`config.mk`:
```
export PLATFORM = sky130hd
export DESIGN_NAME = rv_core
export DESIGN_NICKNAME = d
export VERILOG_FILES = /design/src/source/rv_core_pkg.sv /design/src/source/issue_if.sv /design/src/source/decode_stage.sv /design/src/source/execute_stage.sv /design/src/source/operand_forward.sv /design/src/source/rv_core.sv
export VERILOG_INCLUDE_DIRS = /design/src /design/src/source
export SDC_FILE = /design/constraint.sdc
export NUM_CORES = 2
export LEC_CHECK = 0
export ABC_CLOCK_PERIOD_IN_PS = 5400
export BUFFER_PORTS_ARGS = -buffer_cell sky130_fd_sc_hd__buf_2
export CAP_MARGIN = 0
export CORE_ASPECT_RATIO = 0.8
export CORE_UTILIZATION = 55
export DETAILED_ROUTE_END_ITERATION = 10
export PLACE_DENSITY = 0.84
export SLEW_MARGIN = 20
export SYNTH_ARGS = -nofsm -noshare
export SYNTH_HDL_FRONTEND = slang
export SYNTH_SLANG_ARGS = --single-unit
```
`constraint.sdc`:
```
create_clock -name clock -period 5.4 [get_ports clock]
set_input_delay 0.81 -clock clock [delete_from_list [all_inputs] [get_ports clock]]
set_output_delay 0.81 -clock clock [all_outputs]
set_load 0.02 [all_outputs]
```
`src/source/rv_core_defines.svh`:
```
// Pipeline width, register file size and reported register range macros
`ifndef RV_CORE_DEFINES_SVH
`define RV_CORE_DEFINES_SVH

////////////////////
// Datapath
////////////////////

// Data word width
`define RV_XLEN 32

// Register file geometry
`define RV_REG_ADDR_BITS 5
`define RV_NUM_REGS 32

////////////////////
// Result reporting
////////////////////

// Saved registers s2..s9 and s1 carry final results
`define RV_REPORT_FIRST 18
`define RV_REPORT_LAST 25
`define RV_REPORT_EXTRA 9

`endif

```
`src/source/rv_core_pkg.sv`:
```
// Shared pipeline types: data words, register numbers, opcodes and ALU operations
`include "rv_core_defines.svh"

package rv_core_pkg;

    typedef logic [`RV_XLEN-1:0] word_t;
    typedef logic [`RV_REG_ADDR_BITS-1:0] reg_addr_t;

    // Major opcodes in instruction bits 6:0
    typedef enum logic [6:0] {
        OP     = 7'b0110011,
        OP_IMM = 7'b0010011,
        LUI    = 7'b0110111
    } opcode_e;

    // ALU operations selected in decode
    typedef enum logic [3:0] {
        ADD    = 4'd0,
        SUB    = 4'd1,
        AND    = 4'd2,
        OR     = 4'd3,
        XOR    = 4'd4,
        SLL    = 4'd5,
        SRL    = 4'd6,
        SRA    = 4'd7,
        SLT    = 4'd8,
        SLTU   = 4'd9,
        // B operand straight through, used by LUI
        PASS_B = 4'd10
    } alu_op_e;

endpackage
```
`src/source/issue_if.sv`:
```
// Decoded instruction bundle from the decode/execute register to forwarding and execute
interface issue_if;

    logic                   valid;
    rv_core_pkg::alu_op_e   alu_op;
    rv_core_pkg::reg_addr_t rd;
    logic                   reg_write;
    rv_core_pkg::reg_addr_t src_reg [2];
    rv_core_pkg::word_t     src_data [2];
    rv_core_pkg::word_t     imm;
    logic                   use_imm;

    // Driven from the decode/execute register
    modport decode (
        output valid, alu_op, rd, reg_write, src_reg, src_data, imm, use_imm
    );

    modport execute (
        input valid, alu_op, rd, reg_write, imm, use_imm
    );

    // Source operands only, one entry per forwarding unit
    modport forward (
        input src_reg, src_data
    );

endinterface

```
`src/source/decode_stage.sv`:
```
// Decode stage: register file with write-through read, decoder, decode/execute register
`include "rv_core_defines.svh"

module decode_stage (
    input  logic                   clock,
    input  logic                   reset,
    input  logic [31:0]            instruction,
    input  logic                   instruction_valid,
    input  logic                   wb_write,
    input  rv_core_pkg::reg_addr_t wb_reg,
    input  rv_core_pkg::word_t     wb_data,
    issue_if.decode                issue
);

    rv_core_pkg::word_t     regs [`RV_NUM_REGS];
    rv_core_pkg::reg_addr_t rs [2];
    rv_core_pkg::word_t     rs_data [2];
    rv_core_pkg::opcode_e   opcode;
    logic [2:0]             funct3;
    logic                   alt;
    rv_core_pkg::alu_op_e   alu_op;
    rv_core_pkg::word_t     imm;
    logic                   use_imm;
    logic                   reg_write;

    ////////////////////
    // Register file
    ////////////////////

    always_ff @(posedge clock) begin
        if (reset) begin
            for (int i = 0; i < `RV_NUM_REGS; i++) begin
                regs[i] <= '0;
            end
        end else if (wb_write) begin
            regs[wb_reg] <= wb_data;
        end
    end

    assign rs[0] = instruction[19:15];
    assign rs[1] = instruction[24:20];

    // Same-cycle writeback wins, covers the distance-two dependency
    always_comb begin
        for (int i = 0; i < 2; i++) begin
            if (rs[i] == '0) begin
                rs_data[i] = '0;
            end else if (wb_write && (wb_reg == rs[i])) begin
                rs_data[i] = wb_data;
            end else begin
                rs_data[i] = regs[rs[i]];
            end
        end
    end

    ////////////////////
    // Decoder
    ////////////////////

    assign opcode = rv_core_pkg::opcode_e'(instruction[6:0]);
    assign funct3 = instruction[14:12];
    // funct7 bit 5 picks SUB and SRA
    assign alt    = instruction[30];

    always_comb begin
        alu_op    = rv_core_pkg::ADD;
        imm       = {{20{instruction[31]}}, instruction[31:20]};
        use_imm   = 1'b0;
        reg_write = 1'b0;
        case (opcode)
            rv_core_pkg::OP, rv_core_pkg::OP_IMM: begin
                use_imm   = (opcode == rv_core_pkg::OP_IMM);
                reg_write = 1'b1;
                case (funct3)
                    3'b000:  alu_op = (alt && !use_imm) ? rv_core_pkg::SUB : rv_core_pkg::ADD;
                    3'b001:  alu_op = rv_core_pkg::SLL;
                    3'b010:  alu_op = rv_core_pkg::SLT;
                    3'b011:  alu_op = rv_core_pkg::SLTU;
                    3'b100:  alu_op = rv_core_pkg::XOR;
                    3'b101:  alu_op = alt ? rv_core_pkg::SRA : rv_core_pkg::SRL;
                    3'b110:  alu_op = rv_core_pkg::OR;
                    default: alu_op = rv_core_pkg::AND;
                endcase
            end
            rv_core_pkg::LUI: begin
                alu_op    = rv_core_pkg::PASS_B;
                imm       = {instruction[31:12], 12'b0};
                use_imm   = 1'b1;
                reg_write = 1'b1;
            end
            // Anything else flows on and writes nothing
            default: begin
            end
        endcase
    end

    ////////////////////
    // Decode/execute register
    ////////////////////

    always_ff @(posedge clock) begin
        if (reset) begin
            issue.valid     <= 1'b0;
            issue.reg_write <= 1'b0;
        end else begin
            issue.valid     <= instruction_valid;
            issue.reg_write <= reg_write;
        end
    end

    always_ff @(posedge clock) begin
        issue.alu_op   <= alu_op;
        issue.rd       <= instruction[11:7];
        issue.src_reg  <= rs;
        issue.src_data <= rs_data;
        issue.imm      <= imm;
        issue.use_imm  <= use_imm;
    end

    // Writeback bundle comes from execute and must already exclude x0
    assert property (@(posedge clock) disable iff (reset) wb_write |-> (wb_reg != '0));

endmodule

```
`src/source/execute_stage.sv`:
```
// Execute stage: ALU, execute/writeback register and result reporting register
`include "rv_core_defines.svh"

module execute_stage (
    input  logic                   clock,
    input  logic                   reset,
    issue_if.execute               issue,
    input  rv_core_pkg::word_t     operand_a,
    input  rv_core_pkg::word_t     operand_b,
    output logic                   wb_write,
    output rv_core_pkg::reg_addr_t wb_reg,
    output rv_core_pkg::word_t     wb_data,
    output logic                   result_valid,
    output rv_core_pkg::reg_addr_t result_reg,
    output rv_core_pkg::word_t     result_data
);

    localparam rv_core_pkg::reg_addr_t report_first = `RV_REPORT_FIRST;
    localparam rv_core_pkg::reg_addr_t report_last  = `RV_REPORT_LAST;
    localparam rv_core_pkg::reg_addr_t report_extra = `RV_REPORT_EXTRA;

    rv_core_pkg::word_t src_b;
    rv_core_pkg::word_t alu_result;
    logic [4:0]         shamt;
    logic               reportable;

    ////////////////////
    // ALU
    ////////////////////

    assign src_b = issue.use_imm ? issue.imm : operand_b;
    assign shamt = src_b[4:0];

    always_comb begin
        case (issue.alu_op)
            rv_core_pkg::ADD:  alu_result = operand_a + src_b;
            rv_core_pkg::SUB:  alu_result = operand_a - src_b;
            rv_core_pkg::AND:  alu_result = operand_a & src_b;
            rv_core_pkg::OR:   alu_result = operand_a | src_b;
            rv_core_pkg::XOR:  alu_result = operand_a ^ src_b;
            rv_core_pkg::SLL:  alu_result = operand_a << shamt;
            rv_core_pkg::SRL:  alu_result = operand_a >> shamt;
            rv_core_pkg::SRA:  alu_result = $signed(operand_a) >>> shamt;
            rv_core_pkg::SLT: begin
                alu_result = {{(`RV_XLEN-1){1'b0}}, $signed(operand_a) < $signed(src_b)};
            end
            rv_core_pkg::SLTU: begin
                alu_result = {{(`RV_XLEN-1){1'b0}}, operand_a < src_b};
            end
            // PASS_B, LUI immediate
            default:           alu_result = src_b;
        endcase
    end

    ////////////////////
    // Execute/writeback register
    ////////////////////

    always_ff @(posedge clock) begin
        if (reset) begin
            wb_write <= 1'b0;
        end else begin
            wb_write <= issue.valid && issue.reg_write && (issue.rd != '0);
        end
    end

    always_ff @(posedge clock) begin
        wb_reg  <= issue.rd;
        wb_data <= alu_result;
    end

    ////////////////////
    // Result reporting
    ////////////////////

    // s1 plus s2..s9
    assign reportable = wb_write &&
        ((wb_reg == report_extra) || ((wb_reg >= report_first) && (wb_reg <= report_last)));

    // Loaded on the same edge as the register file write
    always_ff @(posedge clock) begin
        if (reset) begin
            result_valid <= 1'b0;
        end else begin
            result_valid <= reportable;
        end
    end

    always_ff @(posedge clock) begin
        if (reportable) begin
            result_reg  <= wb_reg;
            result_data <= wb_data;
        end
    end

    assert property (@(posedge clock) disable iff (reset)
        result_valid |-> ((result_reg == report_extra) ||
                          ((result_reg >= report_first) && (result_reg <= report_last))));

endmodule

```
`src/source/operand_forward.sv`:
```
// Operand forwarding from the execute/writeback register to one ALU source
module operand_forward (
    input  rv_core_pkg::reg_addr_t src_reg,
    input  rv_core_pkg::word_t     src_data,
    input  logic                   wb_write,
    input  rv_core_pkg::reg_addr_t wb_reg,
    input  rv_core_pkg::word_t     wb_data,
    output rv_core_pkg::word_t     operand
);

    logic use_wb;

    // wb_write is never set for x0, so no zero check here
    assign use_wb  = wb_write && (wb_reg == src_reg);
    assign operand = use_wb ? wb_data : src_data;

    // x0 reads must always come from the register file path
    always_comb begin
        assert final (!(use_wb && (src_reg == '0)));
    end

endmodule

```
`src/source/rv_core.sv`:
```
// Three-stage integer pipeline top: decode, operand forwarding and execute
`include "rv_core_defines.svh"

module rv_core (
    input  logic                         clock,
    input  logic                         reset,
    input  logic [31:0]                  instruction,
    input  logic                         instruction_valid,
    output logic                         result_valid,
    output logic [`RV_REG_ADDR_BITS-1:0] result_reg,
    output logic [`RV_XLEN-1:0]          result_data
);

    issue_if issue ();

    // Writeback bundle from the execute/writeback register
    logic                   wb_write;
    rv_core_pkg::reg_addr_t wb_reg;
    rv_core_pkg::word_t     wb_data;

    rv_core_pkg::word_t     operand [2];

    decode_stage i_decode_stage (
        .clock             (clock),
        .reset             (reset),
        .instruction       (instruction),
        .instruction_valid (instruction_valid),
        .wb_write          (wb_write),
        .wb_reg            (wb_reg),
        .wb_data           (wb_data),
        .issue             (issue.decode)
    );

    // One forwarding unit per ALU source
    for (genvar i = 0; i < 2; i++) begin : g_forward
        operand_forward i_operand_forward (
            .src_reg  (issue.src_reg[i]),
            .src_data (issue.src_data[i]),
            .wb_write (wb_write),
            .wb_reg   (wb_reg),
            .wb_data  (wb_data),
            .operand  (operand[i])
        );
    end

    execute_stage i_execute_stage (
        .clock        (clock),
        .reset        (reset),
        .issue        (issue.execute),
        .operand_a    (operand[0]),
        .operand_b    (operand[1]),
        .wb_write     (wb_write),
        .wb_reg       (wb_reg),
        .wb_data      (wb_data),
        .result_valid (result_valid),
        .result_reg   (result_reg),
        .result_data  (result_data)
    );

endmodule

```
[Word-level counts from Yosys, hierarchy flattened]
Memory sizes are Yosys's and may differ from the RTL's.
Cells that the tools add are included.
Cells by class
  $add $sub $neg: 2
  multipliers: 0
  div/mod/pow operators: 0
  order comparisons: 4
  equality and inequality tests: 23
  shift operators: 3
  muxes and demuxes: 21
  bitwise logic cells: 3
  reduce and logical (&&, ||, !) cells: 19
Operators by type and width (number)
  $pmux 32 s10: 1
  $mux 32: 6
  $lt 32x32->1: 2
  $add 32x32->32: 1
  $and 32x32->32: 1
  $or 32x32->32: 1
  $reduce_or 32->1: 1
  $shl 32x5->32: 1
  $shr 32x5->32: 1
  $sshr 32x5->32: 1
  $sub 32x32->32: 1
  $xor 32x32->32: 1
  $mux 31: 1
  $pmux 4 s7: 1
  $eq 5x5->1: 4
  $eq 4x3->1 const B: 4
  $eq 7x6->1 const B: 2
  $logic_not 5->1: 2
  $eq 3x3->1 const B: 3
  $logic_and 1x1->1: 9
  $mux 1: 9
  $eq 4x2->1 const B: 2
  $eq 4x4->1 const B: 2
  $pmux 4 s2: 1
  16 further kinds: 17
Word-level totals
  register bits after elaboration: 194
  latch bits: 0
  memory bits (writable): 1024
  bits in read-only memories: 0
  output and inout bits: 38
  logic and storage cells: 93
  memories kept: 1
Memory list
  i_decode_stage.regs: words 32, width 32, rd ports 2, clocked after memory_dff 0, write ports 32, line decode_stage.sv:15  | rv_core_pkg::word_t regs [`RV_NUM_REGS];

[Logic depth before layout (Yosys ltp)]
  depth in word-level cells: 6
  gate-level depth with buffers: 22
  mapped depth without buffers: 18

[Cells and area by module]
A second synthesis with hierarchy kept.
Second synthesis, totals
  cells, all modules: 5706
  area, all modules: 71499.8 um^2
Modules (own cells, without submodules)
  decode_stage: instances 1, cells each 4108, area an instance 58318.4 um^2
  execute_stage: instances 1, cells each 1512, area an instance 11980.2 um^2
  operand_forward: instances 2, cells each 43, area an instance 600.6 um^2

[Worst setup path after synthesis]
No wires, ideal clock.
  path type: register to register
  start point: register i_execute_stage.wb_reg[1]
  end point: register i_execute_stage.wb_data[31]
  arrival time: 4922 ps
  path slack: 340 ps
  stages on the path, launching flop included: 23
  cells stage by stage: dfxtp_1 > buf_6 > xor2_1 > nor4_4 > and2_1 > buf_2 > buf_2 > mux2i_1 > nor2_1 > a21oi_1 > inv_1 > ha_1 > clkbuf_1 > a21o_1 > a221oi_1 > o21ai_0 > o2111ai_1 > nand2_1 > o21ai_0 > a21oi_1 > a211oi_1 > mux2i_1 > a32oi_1
Between the ends
  cells in the longest elaborated chain, start to end: 6
RTL lines
  from (decl): line execute_stage.sv:11  | output rv_core_pkg::reg_addr_t wb_reg,
  from (signal assigned): line execute_stage.sv:68  | wb_reg <= issue.rd;
  $eq 5x5->1: line operand_forward.sv:14  | assign use_wb = wb_write && (wb_reg == src_reg);
  $logic_and 1x1->1: line operand_forward.sv:14
  $mux 32: line operand_forward.sv:15  | assign operand = use_wb ? wb_data : src_data;
  $mux 32: line execute_stage.sv:31  | assign src_b = issue.use_imm ? issue.imm : operand_b;
  $sub 32x32->32 (tied with other cells): line execute_stage.sv:37  | rv_core_pkg::SUB: alu_result = operand_a - src_b;
  $pmux 32 s10 (*): line execute_stage.sv:35  | case (issue.alu_op)
  named net i_execute_stage.alu_result[31]: line execute_stage.sv:23  | rv_core_pkg::word_t alu_result;
  to (signal assigned): line execute_stage.sv:69  | wb_data <= alu_result;
  to (decl): line execute_stage.sv:12  | output rv_core_pkg::word_t wb_data,
The timed path passes the listed nets; every way through them passes the cells marked *.
A chain may end at the register's enable or synchronous reset.

[Final worst setup path]
  start point: register i_execute_stage.wb_reg[2]
  end point: register i_execute_stage.wb_data[30]
Same word-level chain as after synthesis.

==> impl_summary.log <==
[metrics] outcome: finished, final reports clean
[metrics] FF/Latch Area: roughly 35000 um2
[metrics] peak fanout along the critical path: 13
[metrics] Post-route DRC: 0
[metrics] worst slack after detailed placement: around 210 ps
[metrics] fraction of registers with async set or reset after synthesis: 0%
[metrics] Tot Pwr: roughly 0.026 W
[metrics] share of final-layout standard cells stronger than drive strength 1: between 20% and 30%
[metrics] maximum clock skew at final layout: roughly 50 ps
[metrics] source-to-sink clock delay at the later pin of the worst-skew pair: approximately 800 ps
[metrics] vias post-DR: roughly 51000
[metrics] power share of the combinational group: roughly a quarter
[metrics] number of fillers in the final layout: roughly 9000
[metrics] row cnt: 116
[metrics] worst slew margin relative to its limit: between 10% and 20%
[metrics] HP Class: in2reg
[metrics] library cells used by synthesis: 89
[metrics] cts bufs inserted: roughly 120
[metrics] via-per-instance ratio: 7.392
[metrics] largest net degree at the start of global routing: 77
[metrics] type of origin of the critical path: flop
[metrics] number of nets at the end of the flow: about 5300
[metrics] number of setup violations in the final report: 0
[metrics] flop and latch count out of synthesis: 1218
[metrics] number of endpoints with negative hold slack in the final report: 0
[metrics] number of instances in the synthesized netlist: between 5000 and 6000
[metrics] TritonCTS Sinks: about 1200
[metrics] Slew @ Worst Pin: about 1200 ps
[metrics] post-synthesis cell area: approximately 70000 um2
[metrics] total net switching power: 0.008899 W
[metrics] IO Count: 73
[metrics] data arrival time at the worst-slack endpoint: between 5000 and 6000 ps
[metrics] max FFs per register: between 1000 and 1500
[metrics] Post-synth top flop: sky130_fd_sc_hd__edfxtp_1
[metrics] Die Area: about 130000 um2
[metrics] number of violations reported at the end of detailed-routing iteration 0: ~10000
[metrics] deepest level of the CTS H-tree: 3
[metrics] CTS tree: built
[metrics] buffers added on ports: 72
[metrics] unrepaired setup endpoints after global routing: true
[metrics] nets in the synthesized netlist: ~5400
[metrics] overall routing resource usage: 39.45%
[metrics] largest register by flop count: i_decode_stage.regs
[metrics] area growth from synthesis to layout: 9.632%
[metrics] crit end category: flop
[metrics] clock power share: between 30% and 40%
[metrics] Post-CTS Hold Fix Bufs: 0
[metrics] ratio of final minimum period to clock period: between 90% and 100%
[metrics] power density cells: 345.1 nW/um2
[metrics] Slew Viols, Final: 0
[metrics] routed wirelength normalized by instance count: 36.94 um
[metrics] vias in the first global route: just under 50000
[metrics] starting utilization of the core area: 55.70%
[metrics] register share of total power: 42.5%
[metrics] Net Sw Frac: about a third
[metrics] Max Cap Viol: 0
[metrics] Die Span X: ~400 um
[metrics] Multi-input gate area: ~33000 um2
[metrics] critical path class: reg2reg
[metrics] global placer's final weighted congestion: 1.083
[metrics] number of flops mapped to enable cells by yosys: approximately 1100
[metrics] final wirelength: between 200 and 300 mm
[metrics] Initial DRT Pass Iterations: 10
[metrics] first-pass GRT wire length: roughly 360 mm
[metrics] Total Negative Setup Slacks: 0 ps
[metrics] library cell used as clock root buffer: sky130_fd_sc_hd__clkbuf_16
[metrics] crit path setup slack, layout: roughly 230 ps
[metrics] YS warnings: 0
[metrics] maximum buffer depth of the clock tree: 3
[metrics] required time at the endpoint of the critical path: slightly above 6000 ps
[metrics] DP HPWL: 166.3 mm
[metrics] antenna violations before repair: 15
[metrics] core area: roughly 130000 um2
[metrics] static power due to leakage: 28.18 nW
[metrics] registers with the most flip-flops: i_decode_stage.regs: 1024 flops, i_decode_stage.issue.src_data: 64 flops
[metrics] clock transition at the register clock pins on the worst setup and hold paths after CTS: 70 ps
[metrics] per-instance average area after synthesis: about 13 um2
[metrics] top library cells by usage in the layout, fill and taps aside: sky130_fd_sc_hd__edfxtp_1 (1061), sky130_fd_sc_hd__and2_1 (1002), sky130_fd_sc_hd__mux4_2 (640)
[metrics] Min Clock Period, post-route: 5174 ps
[metrics] Peak supply drop: approximately 0.30 mV
[metrics] Chip Height: about 320 um
[metrics] grt total ovfl: 0
[metrics] most frequent standard cell in the layout excluding fill and tap cells: sky130_fd_sc_hd__edfxtp_1
[metrics] fmax: 0.1933 GHz
[metrics] count of antenna-violating nets left after detailed routing: 0
[metrics] part of the Yosys area used for sequential elements: between 50 and 60%
[metrics] internal power: 0.01756 W
worst max-delay path, stage by stage, from the launching register on:
cell,delay (ps)
sky130_fd_sc_hd__dfxtp_1,340
sky130_fd_sc_hd__buf_4,210
sky130_fd_sc_hd__xnor2_1,160
sky130_fd_sc_hd__and4_1,260
sky130_fd_sc_hd__buf_4,210
sky130_fd_sc_hd__a21boi_0,160
sky130_fd_sc_hd__or2_2,360
sky130_fd_sc_hd__ha_1,460
sky130_fd_sc_hd__a21o_1,200
sky130_fd_sc_hd__a221oi_1,100
sky130_fd_sc_hd__buf_4,150
sky130_fd_sc_hd__o21ai_0,800
sky130_fd_sc_hd__o21ai_0,430
sky130_fd_sc_hd__a31oi_1,380
sky130_fd_sc_hd__o21a_1,260
sky130_fd_sc_hd__o211ai_1,150
sky130_fd_sc_hd__nor4bb_1,310
sky130_fd_sc_hd__a211oi_1,70
layout make-up:
type / instances / share of cell area (%)
sequential: 1218 / 45.66
multi-input combinational: 3382 / 42.67
clock buffer: 148 / 4.048
inverter: 95 / 0.4684
antenna: 2 / 0.006528
clock inverter: 66 / 1.038
timing repair buffer: 338 / 3.409
tap: 1652 / 2.696
power by group through the flow:
| stage | logic (W) | clock network [W] | registers [W] |
|---|---|---|---|
| final | 0.00667 | 0.00855 | 0.0112 |
| after global routing | 0.00682 | 0.00884 | 0.0112 |
| after CTS | 0.00632 | 0.00852 | 0.0112 |
| after detailed placement | 0.00627 | 0 | 0.0114 |
| after global placement | 0.00624 | 0 | 0.0113 |
| after floorplan | 0.00398 | 0 | 0.0110 |
layer usage:
layer / global-route usage [%] / wire [um] / share of wire (%)
met4: 20.60 / 15160 / 5.9
met1: 54.95 / 89520 / 35
met3: 14.51 / 45700 / 18
met2: 54.02 / 104400 / 41
met5: 0 / 149 / 0.058
kinds of logic (layout without fill, tap and decap cells):
kind of cell / count (synthesis) / after routing / share of synthesized area (%)
compound gates: 678 / 678 / 6.561
xor+xnor: 43 / 43 / 0.5386
fa+ha+maj: 99 / 99 / 1.793
buf+inv: 629 / 647 / 3.534
flops: 1218 / 1218 / 50.06
mux: 868 / 868 / 23.94
other cells: 0 / 2 / 0
simple gates: 1694 / 1694 / 13.58
cell usage after synthesis (all sizes together) (6+ instances only):
cell type / count / share of area, %
nor2: 247 / 1.3
mux2i: 205 / 3.0
buf: 100 / 0.69
inv: 94 / 0.51
o21ai: 148 / 1.1
nand2b: 17 / 0.15
o221ai: 13 / 0.17
o21a: 12 / 0.13
nand4b: 6 / 0.075
xnor2: 25 / 0.31
o211ai: 44 / 0.47
a21boi: 8 / 0.086
dfxtp: 157 / 4.5
or2: 45 / 0.40
a32oi: 12 / 0.15
mux2: 23 / 0.38
nand2: 166 / 0.89
nand4: 11 / 0.098
a221oi: 19 / 0.24
mux4: 640 / 21
a21oi: 121 / 0.87
o2111ai: 6 / 0.075
a211o: 11 / 0.14
o22ai: 20 / 0.18
a31oi: 16 / 0.14
edfxtp: 1061 / 46
or3: 11 / 0.098
a22oi: 28 / 0.30
nor2b: 21 / 0.19
or4: 8 / 0.086
a21o: 39 / 0.42
xor2: 18 / 0.23
clkbuf: 434 / 2.3
o32a: 12 / 0.17
nand3: 51 / 0.37
nor4: 13 / 0.14
and3: 14 / 0.13
ha: 97 / 1.7
a211oi: 97 / 1.0
and2: 1004 / 9.0
nor3: 69 / 0.50
o21bai: 12 / 0.13
through the flow:
| stage | instance area (um2) | instances | utilization, % | hold WS (ps) |
|---|---|---|---|---|
| floorplan | 69930 | 5229 | - | 322.7 |
| global placement | 72710 | 6683 | 57.92 | 361.9 |
| detailed placement | 72710 | 6683 | 57.92 | 362.7 |
| CTS | 76610 | 6897 | 61.02 | 121.2 |
| global route | 76660 | 6899 | 61.06 | 136.5 |
| finish | 76660 | 6901 | 61.06 | 145.1 |
repair_timing:
| item | CTS | global route |
|---|---|---|
| hold endpoints to repair | 0 | 0 |
| resized for setup | 0 | 6 |
| endpoints found under the setup margin | 0 | 12 |
| setup buffers | 0 | 1 |
final timing paths:
kind | start | end | slack [ps] | depth (start not counted)
max | i_execute_stage.wb_reg[2]$_DFF_P_ | i_execute_stage.wb_data[30]$_DFF_P_ | 230 | 17
min | instruction[9] | i_decode_stage.issue.rd[2]$_DFF_P_ | 150 | 1
max reg2reg | i_execute_stage.wb_reg[2]$_DFF_P_ | i_execute_stage.wb_data[30]$_DFF_P_ | 230 | 17
min reg2reg | i_decode_stage.issue.rd[4]$_DFF_P_ | i_execute_stage.wb_reg[4]$_DFF_P_ | 380 | 0
No activity file was read; power rests on OpenSTA's default activity.
